## src/logic/rab_cfg_cfg.svh

```systemverilog
// widths, depths and register map of the RAB config port; NUM_REGS must be a power of two
`ifndef RAB_CFG_CFG_SVH
`define RAB_CFG_CFG_SVH

// bus
`define RAB_AXI_DATA_W      64
`define RAB_AXI_ADDR_W      32

// L1 slices, four registers per slice
`define RAB_NUM_REGS        16
`define RAB_VA_W            32
`define RAB_PA_W            40
`define RAB_NUM_FLAGS       4

// miss handling
`define RAB_META_W          10
`define RAB_MH_DEPTH        16

// register map
`define RAB_CONFIG_SIZE     'h20   // slice 0 lies below this and is not reachable
`define RAB_REG_ADDR_LSB    3      // 64-bit registers
`define RAB_MH_ADDR_OFS     'h00
`define RAB_MH_META_OFS     'h08
`define RAB_MH_CTRL_OFS     'h0C
`define RAB_META_EMPTY_BIT  31

`endif

```

## src/logic/axi_lite_pkg.sv

```systemverilog
// AXI4-Lite bus types for the config port; only the OKAY response is ever produced
`include "rab_cfg_cfg.svh"

package axi_lite_pkg;

  // address and data as seen on the bus
  typedef logic [`RAB_AXI_ADDR_W-1:0]   axi_addr_t;
  typedef logic [`RAB_AXI_DATA_W-1:0]   axi_data_t;

  // one strobe bit per data byte
  typedef logic [`RAB_AXI_DATA_W/8-1:0] axi_strb_t;

  typedef logic [1:0] axi_resp_t;

  localparam axi_resp_t RESP_OKAY = 2'b00;

endpackage

```

## src/logic/rab_pkg.sv

```systemverilog
// RAB slice and miss types; field widths come from the cfg header and must not exceed 64 bits
`include "rab_cfg_cfg.svh"

package rab_pkg;

  // slice fields
  typedef logic [`RAB_VA_W-1:0]      vaddr_t;     // also the address FIFO entry
  typedef logic [`RAB_PA_W-1:0]      paddr_t;
  typedef logic [`RAB_NUM_FLAGS-1:0] slice_flags_t;

  // miss metadata, the meta FIFO entry
  typedef logic [`RAB_META_W-1:0] miss_meta_t;

  typedef logic [$clog2(`RAB_NUM_REGS)-1:0] reg_idx_t;

  // field held by a register, low two index bits
  typedef enum logic [1:0] {
    KIND_VA_START = 2'b00,
    KIND_VA_END   = 2'b01,
    KIND_PA       = 2'b10,
    KIND_FLAGS    = 2'b11
  } slice_reg_kind_e;

  // miss handler control register
  typedef struct packed {
    logic allow_multi_hit;  // bit 1
    logic fifo_disable;     // bit 0
  } mh_ctrl_t;

endpackage

```

## src/logic/miss_fifo.sv

```systemverilog
// FIFO with one cycle from push to output; push while full and pop while empty are dropped
`timescale 1ns/1ps

module miss_fifo #(
  parameter type         entry_t = logic,
  parameter int unsigned DEPTH   = 16
) (
  input  logic   Clk_CI,
  input  logic   Rst_RBI,
  input  logic   push_i,
  input  entry_t data_i,
  input  logic   pop_i,
  output entry_t data_o,
  output logic   full_o,
  output logic   empty_o
);

  localparam int unsigned PTR_W = (DEPTH > 1) ? $clog2(DEPTH) : 1;

  entry_t           mem_q [DEPTH];
  logic [PTR_W-1:0] rd_ptr_q;
  logic [PTR_W:0]   count_q;
  logic [PTR_W:0]   wr_sum;
  logic [PTR_W-1:0] wr_idx;
  logic             push_ok, pop_ok;

  assign full_o  = count_q == (PTR_W+1)'(DEPTH);
  assign empty_o = count_q == '0;
  assign push_ok = push_i & ~full_o;
  assign pop_ok  = pop_i & ~empty_o;

  // write slot follows the head by count entries
  assign wr_sum = {1'b0, rd_ptr_q} + count_q;
  assign wr_idx = (wr_sum >= (PTR_W+1)'(DEPTH)) ? PTR_W'(wr_sum - (PTR_W+1)'(DEPTH))
                                                : PTR_W'(wr_sum);

  always_ff @(posedge Clk_CI or negedge Rst_RBI)
  begin
    if (!Rst_RBI)
    begin
      rd_ptr_q <= '0;
      count_q  <= '0;
    end
    else
    begin
      if (pop_ok)
        rd_ptr_q <= (rd_ptr_q == PTR_W'(DEPTH-1)) ? '0 : rd_ptr_q + 1'b1;
      count_q <= count_q + (PTR_W+1)'(push_ok) - (PTR_W+1)'(pop_ok);
    end
  end

  always_ff @(posedge Clk_CI)
  begin
    if (push_ok)
      mem_q[wr_idx] <= data_i;
  end

  always_comb
  begin
    if (empty_o)
      data_o = '0;  // no stale head
    else
      data_o = mem_q[rd_ptr_q];
  end

  a_count_max: assert property (@(posedge Clk_CI) disable iff (!Rst_RBI)
    count_q <= (PTR_W+1)'(DEPTH));

endmodule

```

## src/logic/cfg_axi_lite_slave.sv

```systemverilog
// AXI4-Lite slave, one write and one read outstanding at most, responses always OKAY
`timescale 1ns/1ps
`include "rab_cfg_cfg.svh"

module cfg_axi_lite_slave
  import axi_lite_pkg::*;
(
  input  logic      Clk_CI,
  input  logic      Rst_RBI,
  // bus
  input  axi_addr_t awaddr_i,
  input  logic      awvalid_i,
  output logic      awready_o,
  input  axi_data_t wdata_i,
  input  axi_strb_t wstrb_i,
  input  logic      wvalid_i,
  output logic      wready_o,
  output axi_resp_t bresp_o,
  output logic      bvalid_o,
  input  logic      bready_i,
  input  axi_addr_t araddr_i,
  input  logic      arvalid_i,
  output logic      arready_o,
  output axi_data_t rdata_o,
  output axi_resp_t rresp_o,
  output logic      rvalid_o,
  input  logic      rready_i,
  // register side
  output logic      slice_wr_o,
  output logic      mh_wr_o,
  output axi_addr_t wr_addr_o,
  output axi_data_t wr_data_o,
  output axi_strb_t wr_strb_o,
  output axi_addr_t rd_addr_o,
  input  axi_data_t slice_rdata_i,
  input  axi_data_t mh_rdata_i,
  output logic      mh_rd_ack_o
);

  axi_addr_t awaddr_q, araddr_q;
  axi_data_t wdata_q;
  axi_strb_t wstrb_q;
  axi_data_t rdata_q;
  logic      aw_done_q, aw_done_dly_q;
  logic      w_done_q, w_done_dly_q;
  logic      b_done_q;
  logic      ar_done_q, r_done_q;
  logic      wr_stb;
  logic      wr_in_cfg, rd_in_cfg;

  // one pulse once both AW and W are in, whichever came last
  assign wr_stb = (aw_done_q & ~aw_done_dly_q & w_done_q) |
                  (w_done_q & ~w_done_dly_q & aw_done_q);

  assign wr_in_cfg = awaddr_q < axi_addr_t'(`RAB_CONFIG_SIZE);
  assign rd_in_cfg = araddr_q < axi_addr_t'(`RAB_CONFIG_SIZE);

  always_ff @(posedge Clk_CI or negedge Rst_RBI)
  begin
    if (!Rst_RBI)
    begin
      awready_o     <= 1'b1;
      wready_o      <= 1'b1;
      aw_done_q     <= 1'b0;
      w_done_q      <= 1'b0;
      aw_done_dly_q <= 1'b0;
      w_done_dly_q  <= 1'b0;
    end
    else
    begin
      aw_done_dly_q <= aw_done_q;
      w_done_dly_q  <= w_done_q;
      if (awready_o && awvalid_i)
      begin
        awready_o <= 1'b0;
        aw_done_q <= 1'b1;
      end
      else if (aw_done_q && b_done_q)  // reopen after the response
      begin
        awready_o <= 1'b1;
        aw_done_q <= 1'b0;
      end
      if (wready_o && wvalid_i)
      begin
        wready_o <= 1'b0;
        w_done_q <= 1'b1;
      end
      else if (w_done_q && b_done_q)
      begin
        wready_o <= 1'b1;
        w_done_q <= 1'b0;
      end
    end
  end

  // write response
  always_ff @(posedge Clk_CI or negedge Rst_RBI)
  begin
    if (!Rst_RBI)
    begin
      bvalid_o <= 1'b0;
      b_done_q <= 1'b0;
    end
    else if (aw_done_q && w_done_q && !b_done_q)
    begin
      if (!bvalid_o)
        bvalid_o <= 1'b1;  // raised at the end of the strobe cycle
      else if (bready_i)
      begin
        bvalid_o <= 1'b0;
        b_done_q <= 1'b1;
      end
    end
    else
    begin
      bvalid_o <= 1'b0;
      b_done_q <= 1'b0;
    end
  end

  // AR and R channels
  always_ff @(posedge Clk_CI or negedge Rst_RBI)
  begin
    if (!Rst_RBI)
    begin
      arready_o <= 1'b1;
      ar_done_q <= 1'b0;
      rvalid_o  <= 1'b0;
      r_done_q  <= 1'b0;
    end
    else
    begin
      if (arready_o && arvalid_i)
      begin
        arready_o <= 1'b0;
        ar_done_q <= 1'b1;
      end
      else if (ar_done_q && r_done_q)
      begin
        arready_o <= 1'b1;
        ar_done_q <= 1'b0;
      end
      if (ar_done_q && !r_done_q)
      begin
        if (!rvalid_o)
          rvalid_o <= 1'b1;
        else if (rready_i)
        begin
          rvalid_o <= 1'b0;
          r_done_q <= 1'b1;
        end
      end
      else
      begin
        rvalid_o <= 1'b0;
        r_done_q <= 1'b0;
      end
    end
  end

  // latched request payload
  always_ff @(posedge Clk_CI)
  begin
    if (awready_o && awvalid_i)
      awaddr_q <= awaddr_i;
    if (wready_o && wvalid_i)
    begin
      wdata_q <= wdata_i;
      wstrb_q <= wstrb_i;
    end
    if (arready_o && arvalid_i)
      araddr_q <= araddr_i;
    if (ar_done_q && !r_done_q && !rvalid_o)  // sampled as rvalid rises
      rdata_q <= rd_in_cfg ? mh_rdata_i : slice_rdata_i;
  end

  assign slice_wr_o  = wr_stb & ~wr_in_cfg;
  assign mh_wr_o     = wr_stb & wr_in_cfg;
  assign wr_addr_o   = awaddr_q;
  assign wr_data_o   = wdata_q;
  assign wr_strb_o   = wstrb_q;
  assign rd_addr_o   = araddr_q;
  assign rdata_o     = rdata_q;
  assign mh_rd_ack_o = rvalid_o & rready_i & rd_in_cfg;  // FIFO pop
  assign bresp_o     = RESP_OKAY;
  assign rresp_o     = RESP_OKAY;

  a_bvalid_hold: assert property (@(posedge Clk_CI) disable iff (!Rst_RBI)
    bvalid_o && !bready_i |=> bvalid_o);

  a_rdata_stable: assert property (@(posedge Clk_CI) disable iff (!Rst_RBI)
    rvalid_o && !rready_i |=> rvalid_o && $stable(rdata_o));

endmodule

```

## src/logic/slice_cfg_regs.sv

```systemverilog
// L1 slice registers, four per slice; bits beyond each field's width always read as zero
`timescale 1ns/1ps
`include "rab_cfg_cfg.svh"

module slice_cfg_regs
  import axi_lite_pkg::*;
  import rab_pkg::*;
(
  input  logic                             Clk_CI,
  input  logic                             Rst_RBI,
  input  logic                             wr_i,
  input  reg_idx_t                         wr_idx_i,
  input  axi_data_t                        wr_data_i,
  input  axi_strb_t                        wr_strb_i,
  input  reg_idx_t                         rd_idx_i,
  output axi_data_t                        rd_data_o,
  output axi_data_t [`RAB_NUM_REGS-1:0]    slice_cfg_o
);

  localparam int unsigned NUM_BYTES = `RAB_AXI_DATA_W / 8;

  axi_data_t [`RAB_NUM_REGS-1:0] regs_q;
  slice_reg_kind_e               wr_kind;
  axi_data_t                     wr_mask;

  // ones over the field held by a register of this kind
  function automatic axi_data_t field_mask(slice_reg_kind_e kind);
    axi_data_t mask;
    case (kind)
      KIND_PA:    mask = axi_data_t'({$bits(paddr_t){1'b1}});
      KIND_FLAGS: mask = axi_data_t'({$bits(slice_flags_t){1'b1}});
      default:    mask = axi_data_t'({$bits(vaddr_t){1'b1}});  // both VA registers
    endcase
    return mask;
  endfunction

  assign wr_kind = slice_reg_kind_e'(wr_idx_i[1:0]);
  assign wr_mask = field_mask(wr_kind);

  always_ff @(posedge Clk_CI or negedge Rst_RBI)
  begin
    if (!Rst_RBI)
      regs_q <= '0;
    else if (wr_i)
    begin
      for (int b = 0; b < NUM_BYTES; b++)
      begin
        if (wr_mask[b*8 +: 8] == 8'h00)
          regs_q[wr_idx_i][b*8 +: 8] <= 8'h00;  // byte above the field
        else if (wr_strb_i[b])
          regs_q[wr_idx_i][b*8 +: 8] <= wr_data_i[b*8 +: 8] & wr_mask[b*8 +: 8];
      end
    end
  end

  // flags byte is only partly inside the field, so mask again on the way out
  for (genvar j = 0; j < `RAB_NUM_REGS; j++)
  begin : g_out
    assign slice_cfg_o[j] = regs_q[j] & field_mask(slice_reg_kind_e'(2'(j % 4)));
  end

  assign rd_data_o = slice_cfg_o[rd_idx_i];

  a_wr_idx_range: assert property (@(posedge Clk_CI) disable iff (!Rst_RBI)
    wr_i |-> int'(wr_idx_i) < `RAB_NUM_REGS);

endmodule

```

## src/logic/miss_handler.sv

```systemverilog
// miss FIFOs and control register; a miss wins over an AXI push in the same cycle
`timescale 1ns/1ps
`include "rab_cfg_cfg.svh"

module miss_handler
  import axi_lite_pkg::*;
  import rab_pkg::*;
(
  input  logic                                Clk_CI,
  input  logic                                Rst_RBI,
  input  logic                                miss_i,
  input  vaddr_t                              miss_addr_i,
  input  miss_meta_t                          miss_meta_i,
  input  logic                                wr_i,
  input  logic [$clog2(`RAB_CONFIG_SIZE)-1:0] wr_ofs_i,
  input  axi_data_t                           wr_data_i,
  input  logic [$clog2(`RAB_CONFIG_SIZE)-1:0] rd_ofs_i,
  input  logic                                rd_ack_i,
  output axi_data_t                           rd_data_o,
  output logic                                mh_fifo_full_o,
  output logic                                allow_multi_hit_o
);

  localparam int unsigned OFS_W = $clog2(`RAB_CONFIG_SIZE);
  localparam logic [OFS_W-1:0] ADDR_OFS = OFS_W'(`RAB_MH_ADDR_OFS);
  localparam logic [OFS_W-1:0] META_OFS = OFS_W'(`RAB_MH_META_OFS);
  localparam logic [OFS_W-1:0] CTRL_OFS = OFS_W'(`RAB_MH_CTRL_OFS);

  mh_ctrl_t   ctrl_q;
  vaddr_t     addr_din, addr_head;
  miss_meta_t meta_din, meta_head;
  logic       addr_push, addr_pop, addr_full, addr_empty;
  logic       meta_push, meta_pop, meta_full, meta_empty;

  always_comb
  begin
    addr_push = 1'b0;
    meta_push = 1'b0;
    addr_din  = miss_addr_i;
    meta_din  = miss_meta_i;
    if (!ctrl_q.fifo_disable)
    begin
      if (miss_i)
      begin
        addr_push = 1'b1;
        meta_push = 1'b1;
      end
      else if (wr_i && wr_ofs_i == ADDR_OFS)
      begin
        addr_push = 1'b1;
        addr_din  = wr_data_i[$bits(vaddr_t)-1:0];
      end
      else if (wr_i && wr_ofs_i == META_OFS)
      begin
        meta_push = 1'b1;
        meta_din  = wr_data_i[$bits(miss_meta_t)-1:0];
      end
    end
  end

  always_ff @(posedge Clk_CI or negedge Rst_RBI)
  begin
    if (!Rst_RBI)
      ctrl_q <= '0;
    else if (wr_i && wr_ofs_i == CTRL_OFS)
      ctrl_q <= wr_data_i[$bits(mh_ctrl_t)-1:0];
  end

  assign addr_pop = rd_ack_i & (rd_ofs_i == ADDR_OFS) & ~addr_empty;
  assign meta_pop = rd_ack_i & (rd_ofs_i == META_OFS) & ~meta_empty;

  always_comb
  begin
    rd_data_o = '0;
    case (rd_ofs_i)
      ADDR_OFS: rd_data_o[$bits(vaddr_t)-1:0] = addr_head;
      META_OFS:
      begin
        rd_data_o[`RAB_META_EMPTY_BIT]        = meta_empty;
        rd_data_o[$bits(miss_meta_t)-1:0]     = meta_head;
      end
      CTRL_OFS: rd_data_o[$bits(mh_ctrl_t)-1:0] = ctrl_q;
      default: ;
    endcase
  end

  assign mh_fifo_full_o    = (addr_push & addr_full) | (meta_push & meta_full);
  assign allow_multi_hit_o = ctrl_q.allow_multi_hit;

  miss_fifo #(.entry_t(vaddr_t), .DEPTH(`RAB_MH_DEPTH)) addr_fifo_i (
    .Clk_CI  (Clk_CI),
    .Rst_RBI (Rst_RBI),
    .push_i  (addr_push),
    .data_i  (addr_din),
    .pop_i   (addr_pop),
    .data_o  (addr_head),
    .full_o  (addr_full),
    .empty_o (addr_empty)
  );

  miss_fifo #(.entry_t(miss_meta_t), .DEPTH(`RAB_MH_DEPTH)) meta_fifo_i (
    .Clk_CI  (Clk_CI),
    .Rst_RBI (Rst_RBI),
    .push_i  (meta_push),
    .data_i  (meta_din),
    .pop_i   (meta_pop),
    .data_o  (meta_head),
    .full_o  (meta_full),
    .empty_o (meta_empty)
  );

  // a lost miss must always show up on the overflow flag
  a_miss_overflow: assert property (@(posedge Clk_CI) disable iff (!Rst_RBI)
    miss_i && addr_full && !ctrl_q.fifo_disable |-> mh_fifo_full_o);

endmodule

```

## src/logic/rab_cfg_top.sv

```systemverilog
// RAB config port top; slice 0 sits under the config window and cannot be written
`timescale 1ns/1ps
`include "rab_cfg_cfg.svh"

module rab_cfg_top
  import axi_lite_pkg::*;
  import rab_pkg::*;
(
  input  logic                          Clk_CI,
  input  logic                          Rst_RBI,
  input  axi_addr_t                     awaddr_i,
  input  logic                          awvalid_i,
  output logic                          awready_o,
  input  axi_data_t                     wdata_i,
  input  axi_strb_t                     wstrb_i,
  input  logic                          wvalid_i,
  output logic                          wready_o,
  output axi_resp_t                     bresp_o,
  output logic                          bvalid_o,
  input  logic                          bready_i,
  input  axi_addr_t                     araddr_i,
  input  logic                          arvalid_i,
  output logic                          arready_o,
  output axi_data_t                     rdata_o,
  output axi_resp_t                     rresp_o,
  output logic                          rvalid_o,
  input  logic                          rready_i,
  input  logic                          miss_i,
  input  vaddr_t                        miss_addr_i,
  input  miss_meta_t                    miss_meta_i,
  output axi_data_t [`RAB_NUM_REGS-1:0] l1_cfg_o,
  output logic                          l1_allow_multi_hit_o,
  output logic                          mh_fifo_full_o
);

  logic      slice_wr, mh_wr, mh_rd_ack;
  axi_addr_t wr_addr, rd_addr;
  axi_data_t wr_data, slice_rdata, mh_rdata;
  axi_strb_t wr_strb;

  cfg_axi_lite_slave slave_i (
    .Clk_CI, .Rst_RBI,
    .awaddr_i, .awvalid_i, .awready_o,
    .wdata_i, .wstrb_i, .wvalid_i, .wready_o,
    .bresp_o, .bvalid_o, .bready_i,
    .araddr_i, .arvalid_i, .arready_o,
    .rdata_o, .rresp_o, .rvalid_o, .rready_i,
    .slice_wr_o    (slice_wr),
    .mh_wr_o       (mh_wr),
    .wr_addr_o     (wr_addr),
    .wr_data_o     (wr_data),
    .wr_strb_o     (wr_strb),
    .rd_addr_o     (rd_addr),
    .slice_rdata_i (slice_rdata),
    .mh_rdata_i    (mh_rdata),
    .mh_rd_ack_o   (mh_rd_ack)
  );

  slice_cfg_regs regs_i (
    .Clk_CI, .Rst_RBI,
    .wr_i        (slice_wr),
    .wr_idx_i    (wr_addr[`RAB_REG_ADDR_LSB +: $bits(reg_idx_t)]),
    .wr_data_i   (wr_data),
    .wr_strb_i   (wr_strb),
    .rd_idx_i    (rd_addr[`RAB_REG_ADDR_LSB +: $bits(reg_idx_t)]),
    .rd_data_o   (slice_rdata),
    .slice_cfg_o (l1_cfg_o)
  );

  miss_handler mh_i (
    .Clk_CI, .Rst_RBI,
    .miss_i, .miss_addr_i, .miss_meta_i,
    .wr_i              (mh_wr),
    .wr_ofs_i          (wr_addr[$clog2(`RAB_CONFIG_SIZE)-1:0]),
    .wr_data_i         (wr_data),
    .rd_ofs_i          (rd_addr[$clog2(`RAB_CONFIG_SIZE)-1:0]),
    .rd_ack_i          (mh_rd_ack),
    .rd_data_o         (mh_rdata),
    .mh_fifo_full_o,
    .allow_multi_hit_o (l1_allow_multi_hit_o)
  );

endmodule

```

## config.mk

```make
export PLATFORM = sky130hd
export DESIGN_NAME = rab_cfg_top
export DESIGN_NICKNAME = d
export VERILOG_FILES = /design/src/logic/axi_lite_pkg.sv /design/src/logic/rab_pkg.sv /design/src/logic/miss_fifo.sv /design/src/logic/cfg_axi_lite_slave.sv /design/src/logic/slice_cfg_regs.sv /design/src/logic/miss_handler.sv /design/src/logic/rab_cfg_top.sv
export VERILOG_INCLUDE_DIRS = /design/src /design/src/logic
export SDC_FILE = /design/constraint.sdc
export NUM_CORES = 2
export LEC_CHECK = 0
export ABC_AREA = 1
export CORE_AREA = 5 5 495 497
export CTS_CLUSTER_DIAMETER = 100
export DETAILED_ROUTE_END_ITERATION = 8
export DIE_AREA = 0 0 500 502
export DONT_BUFFER_PORTS = 1
export PLACE_DENSITY = 0.45
export SKIP_CTS_REPAIR_TIMING = 1
export SYNTH_ARGS = -nofsm -noshare
export SYNTH_HDL_FRONTEND = slang
export SYNTH_SLANG_ARGS = --single-unit
```

## constraint.sdc

```tcl
create_clock -name Clk_CI -period 5.4 [get_ports Clk_CI]
set_input_delay 1.08 -clock Clk_CI [delete_from_list [all_inputs] [get_ports Clk_CI]]
set_output_delay 1.08 -clock Clk_CI [all_outputs]
set_load 0.02 [all_outputs]
```

==> results.yml <==
setup_path:
  critical_path_s_top_delay_family: "simple AND/OR/NAND/NOR gates"
  critical_path.max_fanout: 2
  critical-path-max-stage-delay_ns: 0.47
  critical_path_arrival_ns: 3.28
  timing.critical_path.to_type: "primary output"
  timing.critical_path.mode_cell: "nand2_1"
  critical-path-slowest-cell: "o21ai_0"
  critPathRequiredTime_ns: 4.32
  crit_path_cell_chain: "nor2_1, nand2_1, nor2_1, nand2_1, nor2_2, inv_2, nor2_2, nand2_1, nand2_1, nand2_1, o21ai_0, buf_4"
  r2r_slack_ns: 1.19
  worstPathBufferInverterCount: 2
  worst_setup_start_kind: "register"
  path_type_of_the_worst_setup_path: "register to primary output"
routing:
  ant_nets: 0
  dr.max_layer_used: "met5"
  vias: 41700
  iteration_0_drc_markers: 3987
  detail_route.drc_violations: 0
  detail_route.wirelength.met1_mm: 84.4
  vias_per_cell: 4.53
  initial_drt_pass_iterations: 6
  detail_route.wirelength_mm: 233
  wl_per_cell_um: 25.3
  met2_length_mm: 112
  met3RoutedLength_mm: 23.4
power_and_ir_drop:
  vdd.ir_drop.worst_uv: 324
  p_total_uw: 31800
  static-leakage-power_uw: 0.0261
  power.density_cell_area_nw_per_um2: 491
yosys:
  synth.largest_area_cell: "edfxtp_1"
  commonest_cells_in_the_synthesized_netlist: "nand2_1, edfxtp_1, buf_4"
  ys.flop_type: "edfxtp_1"
  synth.top_cell.area_share: 0.417
  synthArstFlopShare: 0.361
  yosysSeqAreaShare: 0.614
  synth_area_um2: 59100
  synth_cell_types: 47
  netlist_top_cells_area: "edfxtp_1, dfrtp_1, nand2_1"
  yosys_register_bits: 1285
  synthMostInstantiatedCell: "nand2_1"
  syn_avg_cell_area_um2: 9.94
  count_of_flip_flops_with_a_built_in_enable_after_synthesis: 821
  synthCells: 5944
  yosysWarnings: 0
die:
  dieArea_um2: 251000
  initial_core_utilization: 0.246
  die_height_um: 502
  boundary_pins: 1285
  core-area_um2: 240000
  placement_rows: 180
  floorplan.die.width_um: 500
clock_tree:
  clock_tree_from_tritoncts: "done"
  htreeDepth: 4
  cts.root.buffer_cell: "clkbuf_16"
  clk_path_buf_depth: 3
  cts_made_buffers: 135
  clk_transition_reported_paths_ns: 0.06
  tritoncts_num_sinks: 1285
  clkLatencyLatePin_ns: 0.78
global_routing:
  grt_start_max_net_pins: 465
  remaining_global_route_overflow: 0
  grt_pass1_vias: 39300
  wire_length_of_the_first_global_routing_pass_mm: 317
  grt_use_total: 0.177
  antenna_found_initial: 29
job:
  cap_viol_max_count: 0
timing:
  worst-slew-pin-transition_ns: 1.28
  finalHoldWorstSlack_ns: -0.00361
  rsz0062_at_grt: "no"
  relSlewSlack: 0.145
  hold_viol_final: 9
  fin_tns_setup_ns: 0
  fin_crit_sh: 0.807
  final-max-slew-violation-count: 0
  setup_viol: 0
  timing.clock.skew_ns: 0.0329
  min_period_ns: 4.36
  fmaxAchievable_mhz: 229
place:
  global_placer_s_final_weighted_congestion: 0.982
  io_buffers: 0
  placed_wire_length_estimate_mm: 166
finish:
  final_layout_size_suffix_gt1_frac: 0.0732
  ff_latch_area_um2: 36300
  design.final.nets: 6097
  flow.area_growth_from_synthesis_pct: 9.83
  layout.filler_cells: 25300
  area_of_the_multi_input_gates_um2: 18800
hold_path:
  hold_class: "primary input to asynchronous set/reset pin"
status:
  violations: "hold timing"
  outcome: "complete, but fails checks"
[layer usage]
metal  track usage  vias up
met5             0        -
li1              -    18700
met1         0.197    20700
met2         0.298     1999
met3        0.0640      365
met4        0.0888        6
[worst register-to-register path, stage by stage, from the launching register on]
cell and delay (ns):
edfxtp_1 0.36, nor2_1 0.26, nand2_1 0.09, nor2_1 0.21, nand2_1 0.14, nor2_2 0.19, inv_2 0.08, nor2_2 0.10
nand2_1 0.15, nand2_1 0.14, nand3_2 0.67, ha_1 0.61, inv_1 0.06, ha_1 0.15, inv_1 0.07, fa_1 0.43
o21ai_0 0.23, xor2_1 0.17
[cells in the final DEF, fill, tap and decap left out, types with 7 or more instances in the layout]
master | Yosys | final
nand2_1 | 1736 | 1735
edfxtp_1 | 821 | 821
conb_1 | 1 | 620
o21ai_0 | 539 | 538
nor2_1 | 492 | 467
dfrtp_1 | 461 | 457
nand3_1 | 344 | 344
clkbuf_16 | 0 | 143
inv_1 | 124 | 120
a21oi_1 | 112 | 112
buf_4 | 635 | 82
o22ai_1 | 68 | 68
o211ai_1 | 67 | 67
clkbuf_1 | 138 | 41
o21ai_1 | 31 | 32
inv_2 | 30 | 30
nor2_4 | 11 | 29
nor2_2 | 19 | 26
nand2_2 | 24 | 25
a221oi_1 | 24 | 24
clkinv_2 | 0 | 22
ha_1 | 20 | 20
o221ai_1 | 18 | 18
diode_2 | 0 | 17
nor3_1 | 22 | 15
clkinv_1 | 5 | 14
xor2_1 | 10 | 10
nand2_8 | 10 | 10
nand4_1 | 9 | 9
nand2_4 | 9 | 9
inv_6 | 0 | 8
buf_12 | 0 | 8
nor3_2 | 0 | 7
bufinv_16 | 0 | 7
clkbuf_8 | 0 | 7
[cells by family after synthesis]
| kind of cell | after synthesis | share of synthesized area |
|---|---|---|
| AO/OA/AOI/OAI | 873 | 0.0818 |
| AND/OR/NAND/NOR | 2683 | 0.186 |
| XOR/XNOR | 15 | 0.00222 |
| buffers and inverters | 1063 | 0.110 |
| other | 1 | 0.0000635 |
| flip-flops | 1285 | 0.614 |
| adder cells (fa/ha/maj) | 24 | 0.00559 |
[registers in the layout, indices dropped and copies added (netlist names), 4 cells and up]
| name | count |
|---|---|
| mh_i.addr_fifo_i.count_q | 5 |
| mh_i.addr_fifo_i.mem_q | 512 |
| mh_i.addr_fifo_i.rd_ptr_q | 4 |
| mh_i.meta_fifo_i.count_q | 5 |
| mh_i.meta_fifo_i.mem_q | 160 |
| mh_i.meta_fifo_i.rd_ptr_q | 4 |
| regs_i.slice_cfg_o | 432 |
| slave_i.rd_addr_o | 32 |
| slave_i.rdata_o | 40 |
| slave_i.wr_addr_o | 32 |
| slave_i.wr_data_o | 40 |
| slave_i.wr_strb_o | 5 |
[report_power, final]
part / total [µW] / switching, µW / internal (µW)
registers: 17200 / 4340 / 12900
clock network: 9380 / 4060 / 5310
logic: 5260 / 3900 / 1360
[final timing paths]
path | startpoint | endpoint | depth (start not counted)
setup / recovery | slave_i.wr_addr_o[28] | mh_fifo_full_o | 12
hold / removal | Rst_RBI | regs_i.slice_cfg_o[792] | 0
setup reg to reg | slave_i.wr_addr_o[28] | mh_i.addr_fifo_i.count_q[4] | 17
hold reg to reg | slave_i.w_done_q | slave_i.w_done_dly_q | 0
max in group asynchronous | Rst_RBI | mh_i.meta_fifo_i.rd_ptr_q[0] | 0
min in group Clk_CI | wdata_i[39] | slave_i.wr_data_o[39] | 0
[per-stage QoR]
step | std cells | util | worst slack (ns) | cell area, µm² | hold WS (ns)
final | 9196 | 0.270 | 1.04 | 64900 | -0.00361
after global placement | 8934 | 0.252 | 1.18 | 60500 | 0.420
after global routing | 9190 | 0.270 | 0.987 | 64900 | -0.0399
after detailed placement | 8934 | 0.252 | 1.25 | 60500 | 0.427
after floorplan | 6563 | - | 2.02 | 61400 | 0.406
after CTS | 9178 | 0.270 | 0.976 | 64800 | -0.0676
[layout make-up]
cell class	count	area share
well taps	3185	0.0614
clock buffers	192	0.0591
diodes	17	0.000656
flip-flops and latches	1285	0.559
inverters	159	0.00947
clock inverters	52	0.00787
multi-input cells	4215	0.290
repair buffers	91	0.0124
Power figures use the tool's default switching activity.
